### src/verilog/dma_pkg.sv
/*
 * DMA command and memory beat definitions
 * Command word layout, opcodes and the 32-bit memory data path used
 * between the scan-out sequencer and the DMA read engine
 */
package dma_pkg;

    localparam int MEM_ADDR_BITS = 32;
    localparam int MEM_DATA_BITS = 32;

    // Bytes per memory beat, every burst is a 4-byte INCR burst
    localparam int MEM_WORD_BYTES = MEM_DATA_BITS / 8;

    typedef logic [MEM_ADDR_BITS-1:0] mem_addr_t;
    typedef logic [MEM_DATA_BITS-1:0] mem_word_t;

    // Header opcodes, anything else is consumed and dropped
    localparam logic [1:0] DMA_OP_MEM_TO_STREAM = 2'd1;

    // Address modes
    localparam logic [1:0] DMA_MODE_INCR = 2'd3;

    // One command stream word
    // The header word comes first (tlast low), the base address second
    typedef union packed {
        struct packed {
            logic [1:0]  op;
            logic [1:0]  mode;
            logic [27:0] byte_count;
        } hdr;
        mem_addr_t addr;
    } cmd_word_u;

endpackage

### src/verilog/disp_pkg.sv
/*
 * Display pixel definitions
 * RGB565 pixel format of the display stream and how pixels pack
 * into framebuffer memory words
 */
package disp_pkg;

    // RGB565, red in the top five bits
    localparam int PIXEL_BITS = 16;

    // Pixels per 32-bit memory word
    // Lower address pixel sits in the low half
    localparam int PIXELS_PER_WORD = 2;

    typedef logic [PIXEL_BITS-1:0] pixel_t;

endpackage

### src/verilog/fb_scanout_ctrl.sv
/*
 * Framebuffer scan-out sequencer
 * Turns a swap_fb request into a two-word DMA command (header, then base
 * address) and reports acceptance of the command on fb_swapped
 */
`timescale 1ns/1ns

module fb_scanout_ctrl #(
    parameter int DISPLAY_SIZE_IN_BYTES = 320 * 480 * 2
) (
    input  logic               aclk,
    input  logic               resetn,

    input  logic               swap_fb,
    input  dma_pkg::mem_addr_t fb_addr,
    output logic               fb_swapped,

    // Command stream to the DMA engine
    output logic               cmd_tvalid,
    input  logic               cmd_tready,
    output logic               cmd_tlast,
    output dma_pkg::cmd_word_u cmd_tdata
);
    import dma_pkg::*;

    // Idle, header presented, address presented
    localparam logic [1:0] ST_CMD  = 2'd0;
    localparam logic [1:0] ST_ADDR = 2'd1;
    localparam logic [1:0] ST_WAIT = 2'd2;

    localparam logic [27:0] FRAME_BYTES = 28'(DISPLAY_SIZE_IN_BYTES);

    logic [1:0] state;
    logic       cmd_hs;

    assign cmd_hs = cmd_tvalid && cmd_tready;

    always_ff @(posedge aclk)
    begin
        if (!resetn)
        begin
            state      <= ST_CMD;
            fb_swapped <= 1'b1;
            cmd_tvalid <= 1'b0;
            cmd_tlast  <= 1'b0;
        end
        else
        begin
            case (state)
                ST_CMD:
                begin
                    if (swap_fb)
                    begin
                        cmd_tvalid <= 1'b1;
                        cmd_tlast  <= 1'b0;
                        fb_swapped <= 1'b0;
                        state      <= ST_ADDR;
                    end
                end
                ST_ADDR:
                begin
                    if (cmd_hs)
                    begin
                        cmd_tlast <= 1'b1;
                        state     <= ST_WAIT;
                    end
                end
                ST_WAIT:
                begin
                    // Engine holds the command now, the swap counts as done
                    if (cmd_hs)
                    begin
                        cmd_tvalid <= 1'b0;
                        cmd_tlast  <= 1'b0;
                        fb_swapped <= 1'b1;
                        state      <= ST_CMD;
                    end
                end
                default:
                begin
                    state <= ST_CMD;
                end
            endcase
        end
    end

    // Command word payload
    always_ff @(posedge aclk)
    begin
        if (state == ST_CMD && swap_fb)
        begin
            cmd_tdata.hdr.op         <= DMA_OP_MEM_TO_STREAM;
            cmd_tdata.hdr.mode       <= DMA_MODE_INCR;
            cmd_tdata.hdr.byte_count <= FRAME_BYTES;
        end
        else if (state == ST_ADDR && cmd_hs)
        begin
            cmd_tdata.addr <= fb_addr;
        end
    end

    // Command word and its position held until the engine takes it
    a_cmd_stable: assert property (@(posedge aclk) disable iff (!resetn)
        cmd_tvalid && !cmd_tready |=> cmd_tvalid && $stable(cmd_tdata) && $stable(cmd_tlast));

endmodule

### src/verilog/dma_read_engine.sv
/*
 * DMA read engine
 * Decodes a header plus address command, reads the frame from memory in
 * bounded INCR bursts with one burst in flight, and streams the data out
 */
`timescale 1ns/1ns

module dma_read_engine #(
    parameter int MAX_BURST_BEATS = 16
) (
    input  logic               aclk,
    input  logic               resetn,

    // Command stream
    input  logic               cmd_tvalid,
    output logic               cmd_tready,
    input  logic               cmd_tlast,
    input  dma_pkg::cmd_word_u cmd_tdata,

    // Memory read address channel
    output dma_pkg::mem_addr_t m_mem_axi_araddr,
    output logic [7:0]         m_mem_axi_arlen,
    output logic               m_mem_axi_arvalid,
    input  logic               m_mem_axi_arready,

    // Memory read data channel
    input  dma_pkg::mem_word_t m_mem_axi_rdata,
    input  logic               m_mem_axi_rlast,
    input  logic               m_mem_axi_rvalid,
    output logic               m_mem_axi_rready,

    // Read data stream
    output logic               rd_tvalid,
    input  logic               rd_tready,
    output logic               rd_tlast,
    output dma_pkg::mem_word_t rd_tdata
);
    import dma_pkg::*;

    localparam logic [1:0] ST_IDLE = 2'd0;
    localparam logic [1:0] ST_AR   = 2'd1;
    localparam logic [1:0] ST_R    = 2'd2;
    localparam logic [1:0] ST_DONE = 2'd3;

    localparam int BURST_BYTES = MAX_BURST_BEATS * MEM_WORD_BYTES;

    logic [1:0]  state;
    logic        hdr_ok;
    logic [25:0] beats_left;
    mem_addr_t   run_addr;
    logic [8:0]  burst_beats;
    logic        cmd_hs;
    logic        ar_hs;
    logic        r_hs;
    logic        rd_hs;

    assign cmd_tready = (state == ST_IDLE);
    assign cmd_hs     = cmd_tvalid && cmd_tready;
    assign ar_hs      = m_mem_axi_arvalid && m_mem_axi_arready;
    assign r_hs       = m_mem_axi_rvalid && m_mem_axi_rready;
    assign rd_hs      = rd_tvalid && rd_tready;

    // Next burst is capped by the remaining beats
    assign burst_beats = (beats_left > 26'(MAX_BURST_BEATS)) ? 9'(MAX_BURST_BEATS)
                                                             : beats_left[8:0];

    // Address and length only move on the address handshake
    assign m_mem_axi_araddr = run_addr;
    assign m_mem_axi_arlen  = 8'(burst_beats - 9'd1);

    always_ff @(posedge aclk)
    begin
        if (!resetn)
        begin
            state             <= ST_IDLE;
            hdr_ok            <= 1'b0;
            beats_left        <= '0;
            m_mem_axi_arvalid <= 1'b0;
        end
        else
        begin
            case (state)
                ST_IDLE:
                begin
                    if (cmd_hs && !cmd_tlast)
                    begin
                        // Unsupported headers and empty frames are dropped
                        hdr_ok <= (cmd_tdata.hdr.op == DMA_OP_MEM_TO_STREAM)
                            && (cmd_tdata.hdr.mode == DMA_MODE_INCR)
                            && (cmd_tdata.hdr.byte_count >= 28'(MEM_WORD_BYTES));
                        beats_left <= 26'(cmd_tdata.hdr.byte_count / MEM_WORD_BYTES);
                    end
                    else if (cmd_hs)
                    begin
                        hdr_ok <= 1'b0;
                        if (hdr_ok)
                        begin
                            m_mem_axi_arvalid <= 1'b1;
                            state             <= ST_AR;
                        end
                    end
                end
                ST_AR:
                begin
                    if (ar_hs)
                    begin
                        m_mem_axi_arvalid <= 1'b0;
                        beats_left        <= beats_left - 26'(burst_beats);
                        state             <= ST_R;
                    end
                end
                ST_R:
                begin
                    if (r_hs && m_mem_axi_rlast)
                    begin
                        if (beats_left != '0)
                        begin
                            m_mem_axi_arvalid <= 1'b1;
                            state             <= ST_AR;
                        end
                        else
                        begin
                            state <= ST_DONE;
                        end
                    end
                end
                default:
                begin
                    // Wait until the last word has left the output register
                    if (rd_hs && rd_tlast)
                    begin
                        state <= ST_IDLE;
                    end
                end
            endcase
        end
    end

    always_ff @(posedge aclk)
    begin
        if (state == ST_IDLE && cmd_hs && cmd_tlast)
        begin
            run_addr <= cmd_tdata.addr;
        end
        else if (ar_hs)
        begin
            run_addr <= run_addr + mem_addr_t'(burst_beats) * MEM_WORD_BYTES;
        end
    end

    // Single output register between the read channel and the stream
    assign m_mem_axi_rready = !rd_tvalid || rd_tready;

    always_ff @(posedge aclk)
    begin
        if (!resetn)
        begin
            rd_tvalid <= 1'b0;
        end
        else if (r_hs)
        begin
            rd_tvalid <= 1'b1;
        end
        else if (rd_tready)
        begin
            rd_tvalid <= 1'b0;
        end
    end

    always_ff @(posedge aclk)
    begin
        if (r_hs)
        begin
            rd_tdata <= m_mem_axi_rdata;
            rd_tlast <= m_mem_axi_rlast && (beats_left == '0);
        end
    end

    a_whole_words: assert property (@(posedge aclk) disable iff (!resetn)
        cmd_hs && !cmd_tlast && cmd_tdata.hdr.op == DMA_OP_MEM_TO_STREAM
        |-> (cmd_tdata.hdr.byte_count % MEM_WORD_BYTES) == 0);

    // Burst aligned base keeps every burst inside one 4 KB page
    a_base_aligned: assert property (@(posedge aclk) disable iff (!resetn)
        cmd_hs && cmd_tlast && hdr_ok |-> (cmd_tdata.addr % BURST_BYTES) == 0);

    a_ar_stable: assert property (@(posedge aclk) disable iff (!resetn)
        m_mem_axi_arvalid && !m_mem_axi_arready
        |=> m_mem_axi_arvalid && $stable(m_mem_axi_araddr) && $stable(m_mem_axi_arlen));

endmodule

### src/verilog/pixel_width_adapter.sv
/*
 * Pixel width adapter
 * Splits each 32-bit framebuffer word into RGB565 pixels for the display,
 * low half first, with tlast on the final pixel of the frame
 */
`timescale 1ns/1ns

module pixel_width_adapter (
    input  logic               aclk,
    input  logic               resetn,

    // Word stream from the DMA engine
    input  logic               rd_tvalid,
    output logic               rd_tready,
    input  logic               rd_tlast,
    input  dma_pkg::mem_word_t rd_tdata,

    // Display pixel stream
    output logic               m_disp_axis_tvalid,
    input  logic               m_disp_axis_tready,
    output logic               m_disp_axis_tlast,
    output disp_pkg::pixel_t   m_disp_axis_tdata
);
    import dma_pkg::*;
    import disp_pkg::*;

    localparam int SEL_BITS = $clog2(PIXELS_PER_WORD);

    mem_word_t           word;
    logic                word_last;
    logic [SEL_BITS-1:0] sel;
    logic                last_pix;

    assign last_pix = (sel == SEL_BITS'(PIXELS_PER_WORD - 1));

    assign m_disp_axis_tdata = word[sel * PIXEL_BITS +: PIXEL_BITS];
    assign m_disp_axis_tlast = word_last && last_pix;

    // Next word only once the held word's last pixel leaves
    assign rd_tready = !m_disp_axis_tvalid || (m_disp_axis_tready && last_pix);

    always_ff @(posedge aclk)
    begin
        if (!resetn)
        begin
            m_disp_axis_tvalid <= 1'b0;
            sel                <= '0;
        end
        else if (rd_tvalid && rd_tready)
        begin
            m_disp_axis_tvalid <= 1'b1;
            sel                <= '0;
        end
        else if (m_disp_axis_tvalid && m_disp_axis_tready)
        begin
            if (last_pix)
                m_disp_axis_tvalid <= 1'b0;
            else
                sel <= sel + 1'b1;
        end
    end

    always_ff @(posedge aclk)
    begin
        if (rd_tvalid && rd_tready)
        begin
            word      <= rd_tdata;
            word_last <= rd_tlast;
        end
    end

    a_pixel_stable: assert property (@(posedge aclk) disable iff (!resetn)
        m_disp_axis_tvalid && !m_disp_axis_tready
        |=> m_disp_axis_tvalid && $stable(m_disp_axis_tdata) && $stable(m_disp_axis_tlast));

endmodule

### src/verilog/fb_scanout_top.sv
/*
 * Framebuffer scan-out top level
 * Command sequencer, DMA read engine and pixel width adapter between the
 * framebuffer memory read port and the display stream
 */
`timescale 1ns/1ns

module fb_scanout_top #(
    parameter int DISPLAY_SIZE_IN_BYTES = 320 * 480 * 2,
    parameter int MAX_BURST_BEATS       = 16
) (
    input  logic               aclk,
    input  logic               resetn,

    input  logic               swap_fb,
    input  dma_pkg::mem_addr_t fb_addr,
    output logic               fb_swapped,

    // Display stream
    output logic               m_disp_axis_tvalid,
    input  logic               m_disp_axis_tready,
    output logic               m_disp_axis_tlast,
    output disp_pkg::pixel_t   m_disp_axis_tdata,

    // Memory read port, 4-byte INCR bursts with ID zero
    output dma_pkg::mem_addr_t m_mem_axi_araddr,
    output logic [7:0]         m_mem_axi_arlen,
    output logic               m_mem_axi_arvalid,
    input  logic               m_mem_axi_arready,
    input  dma_pkg::mem_word_t m_mem_axi_rdata,
    input  logic               m_mem_axi_rlast,
    input  logic               m_mem_axi_rvalid,
    output logic               m_mem_axi_rready
);
    import dma_pkg::*;

    logic      cmd_tvalid;
    logic      cmd_tready;
    logic      cmd_tlast;
    cmd_word_u cmd_tdata;

    logic      rd_tvalid;
    logic      rd_tready;
    logic      rd_tlast;
    mem_word_t rd_tdata;

    fb_scanout_ctrl #(
        .DISPLAY_SIZE_IN_BYTES(DISPLAY_SIZE_IN_BYTES)
    ) ctrl0 (
        .aclk(aclk),
        .resetn(resetn),
        .swap_fb(swap_fb),
        .fb_addr(fb_addr),
        .fb_swapped(fb_swapped),
        .cmd_tvalid(cmd_tvalid),
        .cmd_tready(cmd_tready),
        .cmd_tlast(cmd_tlast),
        .cmd_tdata(cmd_tdata)
    );

    dma_read_engine #(
        .MAX_BURST_BEATS(MAX_BURST_BEATS)
    ) dma0 (
        .aclk(aclk),
        .resetn(resetn),
        .cmd_tvalid(cmd_tvalid),
        .cmd_tready(cmd_tready),
        .cmd_tlast(cmd_tlast),
        .cmd_tdata(cmd_tdata),
        .m_mem_axi_araddr(m_mem_axi_araddr),
        .m_mem_axi_arlen(m_mem_axi_arlen),
        .m_mem_axi_arvalid(m_mem_axi_arvalid),
        .m_mem_axi_arready(m_mem_axi_arready),
        .m_mem_axi_rdata(m_mem_axi_rdata),
        .m_mem_axi_rlast(m_mem_axi_rlast),
        .m_mem_axi_rvalid(m_mem_axi_rvalid),
        .m_mem_axi_rready(m_mem_axi_rready),
        .rd_tvalid(rd_tvalid),
        .rd_tready(rd_tready),
        .rd_tlast(rd_tlast),
        .rd_tdata(rd_tdata)
    );

    pixel_width_adapter adapter0 (
        .aclk(aclk),
        .resetn(resetn),
        .rd_tvalid(rd_tvalid),
        .rd_tready(rd_tready),
        .rd_tlast(rd_tlast),
        .rd_tdata(rd_tdata),
        .m_disp_axis_tvalid(m_disp_axis_tvalid),
        .m_disp_axis_tready(m_disp_axis_tready),
        .m_disp_axis_tlast(m_disp_axis_tlast),
        .m_disp_axis_tdata(m_disp_axis_tdata)
    );

endmodule

### config.mk
export PLATFORM = sky130hd
export DESIGN_NAME = fb_scanout_top
export DESIGN_NICKNAME = d
export VERILOG_FILES = /design/src/verilog/dma_pkg.sv /design/src/verilog/disp_pkg.sv /design/src/verilog/fb_scanout_ctrl.sv /design/src/verilog/dma_read_engine.sv /design/src/verilog/pixel_width_adapter.sv /design/src/verilog/fb_scanout_top.sv
export SDC_FILE = /design/constraint.sdc
export NUM_CORES = 1
export LEC_CHECK = 0
export ABC_AREA = 1
export BUFFER_PORTS_ARGS = -buffer_cell sky130_fd_sc_hd__buf_2
export CAP_MARGIN = 10
export CORE_UTILIZATION = 57
export DETAILED_ROUTE_END_ITERATION = 7
export PLACE_DENSITY = 0.83
export SLEW_MARGIN = 5
export SYNTH_ARGS = -nofsm -noshare
export SYNTH_HDL_FRONTEND = slang
export SYNTH_HIERARCHICAL = 1
export SYNTH_SLANG_ARGS = --single-unit
export TNS_END_PERCENT = 30
### constraint.sdc
create_clock -name aclk -period 3.7 [get_ports aclk]
set_clock_uncertainty 0.2 [all_clocks]
set_input_delay 0.925 -clock aclk [delete_from_list [all_inputs] [get_ports aclk]]
set_output_delay 0.925 -clock aclk [all_outputs]
set_load 0.01 [all_outputs]
Word-level counts from Yosys, hierarchy flattened
Index checks and enable logic that the tools add are counted.

storage, ports and cells
  register bits after elaboration = 168
  input bits = 71
  output and inout bits = 61
  logic and storage cells = 125

cells by class
  $add $sub $neg = 4
  $lt $le $gt $ge = 2
  equal/unequal tests = 16
  shift-type cells = 1
  muxes and demuxes = 39
  bitwise operators = 1
  reductions and logical operators = 45

operators by type and width
  kind                   count
  $mux W32               2
  $mux W26               2
  $pmux W26 S2           1
  $add A32 B11 Y32       1
  $shiftx A32 B6 Y16     1
  $ge A28 B3 Y1 const B  1
  $gt A26 B5 Y1 const B  1
  $logic_not A26 Y1      1
  $reduce_bool A26 Y1    1
  $sub A26 B9 Y26        1
  $mux W2                10
  $logic_and A1 B1 Y1    17
  $mux W1                17
  $reduce_bool A2 Y1     7
  $pmux W2 S3            2
  $ne A2 B1 Y1 const B   5
  $ne A2 B2 Y1 const B   5
  $mux W9                1
  $reduce_and A3 Y1      3
  $sub A8 B1 Y8 const B  1
  $reduce_and A7 Y1      1
  $eq A2 B1 Y1 const B   3
  $eq A2 B2 Y1 const B   3
  $pmux W1 S3            2
  12 further kinds       19

Logic depth before layout (Yosys ltp)
Gate-level depths: netlist of the first run.

  depth after elaboration = 7
  mapped depth = 25
  gate-level depth less buffers = 24

Modules after synthesis
The synthesis of the first run kept the hierarchy.

by module, submodules not included
  module               instances  cells each  area each (µm²)  seq. area each (µm²)
  dma_read_engine      1          759         5911.9           2572.5
  pixel_width_adapter  1          98          1330.0           1031.0
  fb_scanout_ctrl      1          163         1308.8           740.7

Worst setup path after synthesis of the first run
No wires, ideal clock.

  path type = reg-to-reg
  start point = register dma0.beats_left[8]
  end point = register dma0.run_addr[21] (netlist: dma0/m_mem_axi_araddr[21]) (data pin)
  library setup time = 0.252 ns
  data arrival time = 2.544 ns
  required time = 3.248 ns
  path slack = 0.704 ns
  cell stages (with the launch flop) = 24
  buffers on the path = 1
  period minus slack after synthesis = 2.996 ns
  path through = dfxtp_1 nor2_4 nand2_4 nor2_4 nand2_1 nand2_2 nand2_4 buf_6 nor2_1 ha_1 a21oi_1 nand2_1 nand2_1 nand2_1 nand2_1 nand2_1 nand2_1 nand2_2 a21boi_2 nor2_1 nand3_1 nand2_1 nand2_1 nand2_1

between the ends
  cells in the longest elaborated chain, start to end = 5

ends and longest elaborated chain
  item                      RTL line                RTL
  start: declaration        dma_read_engine.sv:49   logic [25:0] beats_left;
  start signal: assignment  dma_read_engine.sv:91   beats_left <= 26'(cmd_tdata.hdr.byte_count / MEM_WORD_BYTES);
  start signal: assignment  dma_read_engine.sv:108  beats_left <= beats_left - 26'(burst_beats);
  $gt A26 B5 Y1             dma_read_engine.sv:64   assign burst_beats = (beats_left > 26'(MAX_BURST_BEATS)) ? 9'(MAX_BURST_BEATS)
  $mux W9 *                 dma_read_engine.sv:64
  $add A32 B11 Y32 *        dma_read_engine.sv:147  run_addr <= run_addr + mem_addr_t'(burst_beats) * MEM_WORD_BYTES;
  $mux W32 *                dma_read_engine.sv:145  else if (ar_hs)
  $mux W32 *                dma_read_engine.sv:141  if (state == ST_IDLE && cmd_hs && cmd_tlast)
  end signal: assignment    dma_read_engine.sv:143  run_addr <= cmd_tdata.addr;
  end signal: assignment    dma_read_engine.sv:147
  end: declaration          dma_read_engine.sv:50   mem_addr_t run_addr;

Every way passes the cells marked *; elsewhere a longest branch is shown, timed or not. The select of a mux whose other input is x is not followed.
A chain may end at the register's enable or synchronous reset.

Worst setup path in the final report of the first run
  start point = register dma0.beats_left[22]
  end point = output port m_mem_axi_arlen[4]

between the ends
  cells in the longest elaborated chain, start to end = 3

ends and longest elaborated chain
  item              RTL line               RTL
  $gt A26 B5 Y1     dma_read_engine.sv:64
  $mux W9           dma_read_engine.sv:64
  $sub A8 B1 Y8     dma_read_engine.sv:69  assign m_mem_axi_arlen = 8'(burst_beats - 9'd1);
  end: declaration  fb_scanout_top.sv:27   output logic [7:0] m_mem_axi_arlen,

Every way passes these cells.

==> results of run 1 <==
[kinds of logic after synthesis]
group	after synthesis	share of synthesized area, %
other cells	2	0.0878
fa+ha+maj	15	2.28
simple gates	535	28.7
flops	168	50.8
buf+inv	136	6.91
xor+xnor	11	1.13
compound gates	153	10.1
[power groups by stage]
| stage | clock, W | combinational (W) | sequential (W) |
|---|---|---|---|
| 2_1_floorplan | 0 | 0.00181 | 0.00242 |
| 3_3_place_gp | 0 | 0.00239 | 0.00245 |
| 3_5_place_dp | 0 | 0.00241 | 0.00246 |
| 4_1_cts | 0.00173 | 0.00243 | 0.00242 |
| 5_1_grt | 0.00181 | 0.00275 | 0.00245 |
| 6_report | 0.00171 | 0.00249 | 0.00243 |
[worst paths after layout]
| check | startpoint | endpoint | cells after the start |
|---|---|---|---|
| hold / removal | dma0/rd_tdata[30]$_DFFE_PP_ | adapter0/word[30]$_DFFE_PP_ | 0 |
| setup reg to reg | dma0/beats_left[5]$_SDFFE_PN0P_ | dma0/m_mem_axi_araddr[10]$_DFFE_PP_ | 18 |
| setup / recovery | dma0/beats_left[22]$_SDFFE_PN0P_ | m_mem_axi_arlen[4] | 10 |
| hold reg to reg | dma0/rd_tdata[30]$_DFFE_PP_ | adapter0/word[30]$_DFFE_PP_ | 0 |
[layer usage]
metal / vias up / GRT usage [%]
met3: 35 / 5.20
met1: 3579 / 39.9
met2: 302 / 44.8
li1: 3678 / -
met5: - / 0
met4: 0 / 10.6
[metrics by stage]
step | hold WS (ns) | power, W | setup WS, ns | util, % | instance area [um^2]
floorplan | 0.200 | 0.00424 | 0.704 | - | 8560
global placement | 0.200 | 0.00484 | 0.492 | 64.1 | 9350
detailed placement | 0.205 | 0.00488 | 0.384 | 64.1 | 9350
CTS | 0.219 | 0.00658 | 0.0715 | 68.0 | 9910
global route | 0.220 | 0.00702 | 0.00671 | 68.1 | 9930
finish | 0.219 | 0.00663 | 0.205 | 68.1 | 9930
[layout by cell type (no fill, tap or decap), types with 20 or more instances in the layout]
cell type | synthesis | routed
nand2_2 | 19 | 20
edfxtp_1 | 98 | 98
nand4_1 | 25 | 25
o21ai_0 | 48 | 48
dfxtp_1 | 70 | 70
nand2_1 | 254 | 253
nor2_1 | 108 | 104
inv_1 | 95 | 95
nand3_1 | 67 | 67
buf_2 | 8 | 131
a21oi_1 | 61 | 61
[registers in the layout, summed over array words and instances, names as in the netlist]
name                         cells
adapter0/word                   32
ctrl0/cmd_tdata                 32
dma0/m_mem_axi_araddr           32
dma0/rd_tdata                   32
dma0/beats_left                 26
ctrl0/state                      2
dma0/state                       2
adapter0/last_pix                1
adapter0/m_disp_axis_tvalid      1
adapter0/word_last               1
ctrl0/cmd_tlast                  1
ctrl0/cmd_tvalid                 1
ctrl0/fb_swapped                 1
dma0/hdr_ok                      1
dma0/m_mem_axi_arvalid           1
dma0/rd_tlast                    1
dma0/rd_tvalid                   1
[layout make-up]
type / instances / area, um^2
clock inverter: 15 / 140
inverter: 104 / 397
timing repair buffer: 142 / 751
multi-input combinational: 719 / 3640
fill: 1166 / 4650
sequential: 168 / 4340
clock buffer: 17 / 425
antenna: 1 / 2.50
tap: 184 / 230
[worst register-to-register path, stage by stage (launching register included)]
cell and delay, ns:
dfxtp_1 0.49, inv_2 0.15, nand2_2 0.12, nor2_1 0.05, nand2_1 0.07, nand2_2 0.06, nand2_4 0.20, nor2_2 0.09
ha_1 0.22, fa_1 0.44, a21oi_1 0.17, inv_1 0.09, nand2_1 0.08, o21ai_2 0.08, a21oi_1 0.13, inv_1 0.06
or2_1 0.20, nand3_1 0.06, o21ai_1 0.07
==> impl_metrics.toml, run 1 <==
[global_route]
gr_overflow_total = 0
antenna_found_initial = 1
grt_max_degree = 45
globalRouteTotalUtil_pct = 28.7
first_global_vias = 6876
grt_first_pass_wirelength_mm = 34.7

[power_and_ir_drop]
power_frac_seq_pct = 36.7
power.share.switching_pct = 39.9
ir_drop_v = 0.000397
pwr-share-clk_pct = 25.9
switching_power_w = 0.00265
power_density_over_cell_area_mw_per_mm2 = 668
combinational_cell_fraction_of_total_power_pct = 37.5
power.static_leakage_nw = 4.27
internal_pwr_total_w = 0.00398

[timing]
report.final.setup_viol = 0
final_period_minus_worst_setup_slack_ns = 3.49
fmax_ghz = 0.286
final-max-slew-violation-count = 0
timing.final.crit_share_pct = 94.4
worst_pin_slew_ns = 0.706
timing.setup.tns_ns = 0
rsz0062_at_grt = "false"
report.final.hold_viol_count = 0
slew_headroom_pct = 52.8

[worst_setup_path]
crit_chain = "nor2_1 > nand4_1 > nor2_1 > nand2_4 > nor2_2 > inv_1 > ha_1 > nand2_1 > xnor2_1 > buf_2"
critical_path.n_buffers_inverters = 2
cpMostUsedCell = "nor2_1"
cp.arrival_ns = 2.37
critPathMaxFanout = 13
timing.critical_path.slowest_stage_cell = "dfxtp_1"
end_kind = "output pin"
worstPathRequired_ns = 2.57
worst-r2r-setup-slack_ns = 0.42
worst_path_largest_cell_delay_ns = 0.33
critical_path.startpoint_type = "flip-flop"
timing_worst_setup_path_type = "flip-flop to output pin"
critical-path-top-delay-family = "simple AND/OR/NAND/NOR gates"

[route]
route.met3.wl_mm = 1.64
drt-initial-drc-count = 939
vias_per_cell = 5.63
ant_nets = 0
route.top_layer_used = "met4"
routed-wl-met2_mm = 10.2
wire_per_inst_um = 16.2
routedLengthMet1_mm = 9.58
dr.pass1.iters = 5
dr_total_vias = 7594
finalWirelength_mm = 21.9
route.detailed.drc = 0

[final_layout]
final_nets = 1238
filler_free_cell_count_of_the_finished_design = 1350
layout-area-overhead-vs-synth_pct = 16.2
final_layout_size_suffix_gt1_share_pct = 20.7

[status]
outcome = "completed"

[yosys]
async_flop_share_pct = 0
post_synth.cell_area_avg_um2 = 8.38
synth.ff_latch_count = 168
synth_cell_type_count = 50
synth.cells.most_frequent = "nand2_1 (254), nor2_1 (108), edfxtp_1 (98)"
synth_enable_flop_cells = 98
yosysSeqAreaShare_pct = 50.8
synth_area_leader_cell = "edfxtp_1"
synth.most_common_cell = "nand2_1"
synth-warning-count = 6
syn_inst = 1020
synth_area_mm2 = 0.00855
ys_dominant_reg_cell = "edfxtp_1"
fraction_of_synthesized_cell_area_taken_by_the_top_area_cell_type_pct = 34.4
largest_cells_by_area_after_synthesis = "edfxtp_1 (34%), dfxtp_1 (16%), nand2_1 (11%)"

[clocking]
cts_hold_repair.buffers = 0
cts.path.max_buffers = 2
root_buffer = "clkbuf_16"
cts_tree = "yes"
postCtsResizedCells = 0
cts_setup_buffers = 0
clkTransAtPathRegs_ns = 0.06
clock_latency_ns = 0.43
cts_made_buffers = 17
cts.sinks = 168
htreeDepth = 4

[worst_hold_path]
hp-class = "flip-flop to flip-flop"

[flow_run]
timing.max_cap.violations = 0

[floorplanning]
start_util_pct = 58.6
core_region_area_mm2 = 0.0146
die_height_um = 124
die_w_um = 124
io_pins = 132
dieArea_mm2 = 0.0155
placementRows = 44

[place]
place.gp.congestion = 0.972
place_inst = 1317
portBuffers = 131
place_hpwl_mm = 16.0
No activity file was read; power rests on OpenSTA's default activity.
==> run 2: changes to the inputs <==
PLACE_DENSITY = 0.9   (was 0.83)
==> run 2 against run 1 <==
Effect of this change:
- clock-buffer cell count grew 3
- combinational power about the same
- sequential share of layout area grew 0.15 points
- final cell count down 0.15%
- register-to-register slack lost 0.06 ns
- setup slack worse by 0.043 ns
- worst hold slack hardly changed
- design area down 0.30%
- non-clock buffer count decreased by 1
- clock power is essentially flat
- first-iteration DRC count is 10% higher
- die area did not move
==> impl_metrics.toml, run 2 (synthesis gave the netlist of run 1 again) <==
[power_and_ir_drop]
switching_power_w = 0.00263
power_frac_seq_pct = 37.0
power.share.switching_pct = 39.7
ir_drop_v = 0.000433
combinational_cell_fraction_of_total_power_pct = 37.4
pwr-share-clk_pct = 25.6
power_w = 0.00662
power_density_over_cell_area_mw_per_mm2 = 668
internal_pwr_total_w = 0.00399
power.static_leakage_nw = 4.26

[timing]
final_period_minus_worst_setup_slack_ns = 3.54
final-max-slew-violation-count = 0
report.final.hold_viol_count = 0
rsz0062_at_grt = "false"
slew_headroom_pct = 29.4
timing.final.crit_share_pct = 95.6
fmax_ghz = 0.283
timing.hold.ws_ns = 0.219
report.final.setup_viol = 0
worst_pin_slew_ns = 1.06
finalWorstSetupSlack_ns = 0.162
timing.setup.tns_ns = 0

[route]
ant_nets = 0
route.detailed.drc = 0
drt-initial-drc-count = 1037
vias_per_cell = 5.75
wire_per_inst_um = 16.4
dr_total_vias = 7752
finalWirelength_mm = 22.1
dr.pass1.iters = 5

[floorplanning]
start_util_pct = 58.6
die_w_um = 124
io_pins = 132
placementRows = 44
core_region_area_mm2 = 0.0146
dieArea_mm2 = 0.0155
die_height_um = 124

[worst_setup_path]
regToRegStartpoint = "dma0/beats_left[4]$_SDFFE_PN0P_"
r2r-end = "dma0/m_mem_axi_araddr[19]$_DFFE_PP_"
crit_chain = "inv_1 > nor2_2 > nand2_1 > nor2_1 > nand2_1 > nand2_2 > nand2_4 > nor2_2 > inv_1 > ha_1 > xor2_1 > buf_2"
worst-r2r-setup-slack_ns = 0.36
critPathMaxFanout = 13
cp.arrival_ns = 2.41
timing.critical_path.slowest_stage_cell = "dfxtp_1"
reg2regPathDepth = 21
end_kind = "output pin"
worst_path_largest_cell_delay_ns = 0.34
setup.worst_path.start = "dma0/beats_left[4]$_SDFFE_PN0P_"
timing_worst_setup_path_type = "flip-flop to output pin"
worstPathRequired_ns = 2.57
critical_path.startpoint_type = "flip-flop"

[global_route]
grt_first_pass_wirelength_mm = 35.1
first_global_vias = 7096
use_met3_pct = 5.88
gr_overflow_total = 0
grt_max_degree = 45
fraction_of_met1_tracks_used_by_global_routing_pct = 37.7
antenna_found_initial = 0
globalRouteTotalUtil_pct = 28.8
grt.met2_usage_pct = 45.8
grt_busiest_layer = "met2"

[clocking]
cts_tree = "yes"
cts_made_buffers = 17
cts_hold_repair.buffers = 0
cts.path.max_buffers = 2
root_buffer = "clkbuf_16"
cts.sinks = 168
clkTransAtPathRegs_ns = 0.06
clock_latency_ns = 0.43
htreeDepth = 4

[final_layout]
final_cell_mix = "nand2_1 (254), buf_2 (131), nor2_1 (104)"
multi_input_area_mm2 = 0.00364
final_nets = 1237
layout-area-overhead-vs-synth_pct = 15.8
layout.cells.most_common = "nand2_1"
final_layout_size_suffix_gt1_share_pct = 20.5
seqCellArea_mm2 = 0.00435
antenna_cells_inserted = 0
filler_cell_count = 1142

[place]
place_hpwl_mm = 15.5
portBuffers = 131
place.gp.congestion = 0.961
preCtsSetupSlack_ns = 0.403

[worst_hold_path]
hp-class = "flip-flop to flip-flop"
worst_hold_path.num_cells = 0
min_delay_worst_endpoint = "adapter0/word[30]$_DFFE_PP_"
hold_path_startpoint = "dma0/rd_tdata[30]$_DFFE_PP_"

[status]
outcome = "completed"

[flow_run]
timing.max_cap.violations = 0
-- run 2: power groups by stage --
stage / sequential (W) / clock [W] / combinational [W]
floorplan: 0.00242 / 0 / 0.00181
global route: 0.00247 / 0.00179 / 0.00272
detailed placement: 0.00247 / 0 / 0.00238
CTS: 0.00244 / 0.00171 / 0.00240
global placement: 0.00246 / 0 / 0.00234
finish: 0.00245 / 0.00170 / 0.00248
-- run 2: how the worst max path moves through the flow --
| stage | end | slack (ns) | cells past startpoint |
|---|---|---|---|
| CTS | m_mem_axi_arlen[2] | 0.09 | 11 |
| global placement | dma0/m_mem_axi_araddr[15]$_DFFE_PP_ | 0.55 | 17 |
| floorplan | dma0/m_mem_axi_araddr[21]$_DFFE_PP_ | 0.70 | 23 |
| finish | m_mem_axi_arlen[2] | 0.16 | 12 |
| global route | m_mem_axi_arlen[2] | 0.01 | 9 |
| detailed placement | dma0/m_mem_axi_araddr[21]$_DFFE_PP_ | 0.40 | 22 |
-- run 2: metal layers --
metal	share of wire (%)	up-vias
li1	-	3671
met1	41	3588
met4	3.4	0
met2	46	432
met3	9.1	61
met5	0	-
-- run 2: layout make-up --
class	count	area share (%)
Clock inverter	12	1.19
Timing Repair Buffer	141	7.38
Inverter	104	4.00
Sequential cell	168	43.9
Multi-Input combinational cell	719	36.7
Clock buffer	20	4.51
Tap cell	184	2.32
-- run 2: repair_timing --
item	CTS	global route
setup endpoints to repair	0	9
buffers inserted	0	0
resized for setup	0	5
-- run 2: critical path: cells and delay by family, from the launching register on --
family / cells / cell delay, ns
buffers and inverters: 3 / 0.37
xor gates and xnor gates: 1 / 0.21
and+or+nand+nor: 7 / 0.84
DFF: 1 / 0.34
adders and majority gates: 1 / 0.22
-- run 2: stage by stage --
step	area (um^2)	std cells	utilization [%]
final	9900	1348	67.9
after global routing	9900	1348	67.9
after CTS	9890	1348	67.8
after detailed placement	9330	1316	63.9
after global placement	9330	1316	63.9
after floorplan	8560	1023	-
==> run 3: changes to the inputs <==
ABC_AREA = unset   (was 1)
==> run 3 against run 2 <==
Effect of this change:
- clock power rose by 5%
- via count fell by 8.4%
- global-route usage rose by 0.69 points
- design area fell by 2.5%
- core utilization rose by 1.9 points
- largest power group is now registers
==> impl_metrics.toml, run 3 <==
[status]
outcome = "completed"

[clocking]
cts.sinks = 168
root_buffer = "clkbuf_16"
clkTransAtPathRegs_ns = 0.07
htreeDepth = 4
cts.path.max_buffers = 2
cts_made_buffers = 17
cts_tree = "yes"
clock_latency_ns = 0.44
cts_hold_repair.buffers = 0

[route]
dr_total_vias = 7104
vias_per_cell = 6.34
wire_per_inst_um = 18.9
drt-initial-drc-count = 989
ant_nets = 0
route.detailed.drc = 0
dr.pass1.iters = 7
finalWirelength_mm = 21.1

[worst_setup_path]
end_kind = "output pin"
cp.arrival_ns = 2.54
worstPathRequired_ns = 2.57
critical_path.n_buffers_inverters = 2
worst_path_largest_cell_delay_ns = 0.57
crit_chain = "or4_4 > nand2_2 > and3_4 > buf_4 > nand2_1 > ha_2 > nor4b_4 > o21bai_1 > buf_2"
critPathMaxFanout = 8
worst-path-stages = 9
regToRegStartpoint = "dma0/beats_left[22]$_SDFFE_PN0P_"
timing.critical_path.slowest_stage_cell = "or4_4"
timing_worst_setup_path_type = "flip-flop to output pin"
critical-path-top-delay-family = "simple AND/OR/NAND/NOR gates"
reg2regPathDepth = 13
r2r-end = "dma0/m_mem_axi_araddr[20]$_DFFE_PP_"
critical_path.startpoint_type = "flip-flop"
worst-r2r-setup-slack_ns = 0.04

[floorplanning]
core_region_area_mm2 = 0.0138
die_height_um = 121
io_pins = 132
start_util_pct = 58.4
dieArea_mm2 = 0.0146
die_w_um = 121
placementRows = 43

[yosys]
syn_inst = 782
largest_cells_by_area_after_synthesis = "edfxtp_1 (36%), dfxtp_1 (17%), nand2_1 (5.8%)"
ys_dominant_reg_cell = "edfxtp_1"
async_flop_share_pct = 0
synth-warning-count = 6
post_synth.cell_area_avg_um2 = 10.3
synth_area_leader_cell = "edfxtp_1"
synth_cell_type_count = 73
synth_enable_flop_cells = 98
synth.cells.most_frequent = "nand2_1 (125), edfxtp_1 (98), dfxtp_1 (70)"
synth.ff_latch_count = 168
yosysSeqAreaShare_pct = 53.8
synth_area_mm2 = 0.00808
fraction_of_synthesized_cell_area_taken_by_the_top_area_cell_type_pct = 36.4
synth.most_common_cell = "nand2_1"

[final_layout]
post-route-cell-area_mm2 = 0.00966
final_layout_size_suffix_gt1_share_pct = 27.9
layout-area-overhead-vs-synth_pct = 19.6
antenna_cells_inserted = 0
filler_cell_count = 943
final_cell_mix = "buf_2 (131), nand2_1 (123), edfxtp_1 (98)"
multi_input_area_mm2 = 0.00352
filler_free_cell_count_of_the_finished_design = 1120
seqCellArea_mm2 = 0.00435
final_nets = 1013
layout.cells.most_common = "buf_2"

[timing]
timing.final.crit_share_pct = 99.1
rsz0062_at_grt = "true"
finalWorstSetupSlack_ns = 0.0345
slew_headroom_pct = 28.7
fmax_ghz = 0.273
final_period_minus_worst_setup_slack_ns = 3.67
report.final.hold_viol_count = 0
worst_pin_slew_ns = 1.07
report.final.setup_viol = 0
timing.setup.tns_ns = 0
final-max-slew-violation-count = 0

[power_and_ir_drop]
power_density_over_cell_area_mw_per_mm2 = 656
power_w = 0.00633
ir_drop_v = 0.000486
power.static_leakage_nw = 3.64

[flow_run]
timing.max_cap.violations = 0

[global_route]
first_global_vias = 6661
grt_max_degree = 35
globalRouteTotalUtil_pct = 29.5
grt_first_pass_wirelength_mm = 32.8
gr_overflow_total = 0
antenna_found_initial = 0

[place]
place_inst = 1087
place.gp.congestion = 0.959
portBuffers = 131
placedInstanceArea_mm2 = 0.00897
preCtsSetupSlack_ns = 0.0279
place_hpwl_mm = 14.3

[worst_hold_path]
min_delay_worst_endpoint = "adapter0/word[13]$_DFFE_PP_"
hold_path_startpoint = "dma0/rd_tdata[13]$_DFFE_PP_"
worst_hold_path.num_cells = 0
hp-class = "flip-flop to flip-flop"
run 3: metrics by stage:
stage                     utilization [%]  hold slack, ns
final                                69.8           0.219
after detailed placement             64.9           0.205
after global routing                 69.8           0.231
after CTS                            69.5           0.221
after global placement               64.9           0.200
after floorplan                         -           0.200
run 3: layer usage:
layer / wire length [um] / vias up / GRT usage [%]
li1: - / 3185 / -
met1: 8090 / 3315 / 36.9
met2: 10100 / 493 / 47.7
met3: 2000 / 111 / 6.39
met4: 952 / 0 / 15.6
met5: 0 / - / 0
run 3: what timing repair did:
item | in CTS | in global routing
buffers inserted | 0 | 1
pin swaps | 0 | 1
resized for setup | 6 | 8
endpoints found under the setup margin | 2 | 19
run 3: area by class of cell:
type	instances	area share, %
clock buffers	17	4.41
repair buffers	162	9.20
well taps	180	2.33
inverters	17	0.661
multi-input cells	561	36.5
clock inverters	15	1.93
flip-flops and latches	168	45.0
run 3: cells by family after synthesis:
group / Yosys count / synth area share [%]
other: 2 / 0.0930
muxes: 22 / 3.01
buffers and inverters: 56 / 3.59
xor gates and xnor gates: 19 / 2.06
adders and majority gates: 15 / 2.42
DFF: 168 / 53.8
AOI/OAI and AO/OA: 196 / 16.6
and+or+nand+nor: 304 / 18.4
run 3: report_power, final:
part	total, W	leakage, nW	internal, W	switching [W]
sequential	0.00242	1.49	0.00222	0.000204
combinational	0.00212	1.86	0.000799	0.00132
clock	0.00179	0.292	0.000968	0.000821
total	0.00633	3.64	0.00398	0.00235
run 3: how the worst max path moves through the flow:
stage | slack, ns | end | start
3_3_place_gp | 0.20 | dma0/m_mem_axi_araddr[19]$_DFFE_PP_ | dma0/beats_left[0]$_SDFFE_PN0P_
2_1_floorplan | 0.03 | dma0/m_mem_axi_araddr[14]$_DFFE_PP_ | dma0/beats_left[12]$_SDFFE_PN0P_
5_1_grt | -0.03 | m_mem_axi_arlen[4] | dma0/beats_left[0]$_SDFFE_PN0P_
6_report | 0.03 | m_mem_axi_arlen[4] | dma0/beats_left[0]$_SDFFE_PN0P_
4_1_cts | 0.02 | m_mem_axi_arlen[4] | dma0/beats_left[0]$_SDFFE_PN0P_
3_5_place_dp | 0.03 | dma0/m_mem_axi_araddr[17]$_DFFE_PP_ | dma0/beats_left[0]$_SDFFE_PN0P_
run 3: worst reg2reg max path: cells and delay by family (launching register included):
family	cells	cell delay, ns
flip-flops	1	0.45
AO/OA/AOI/OAI	4	0.85
AND/OR/NAND/NOR	6	1.08
buffers and inverters	1	0.19
adder cells (fa/ha/maj)	2	0.64
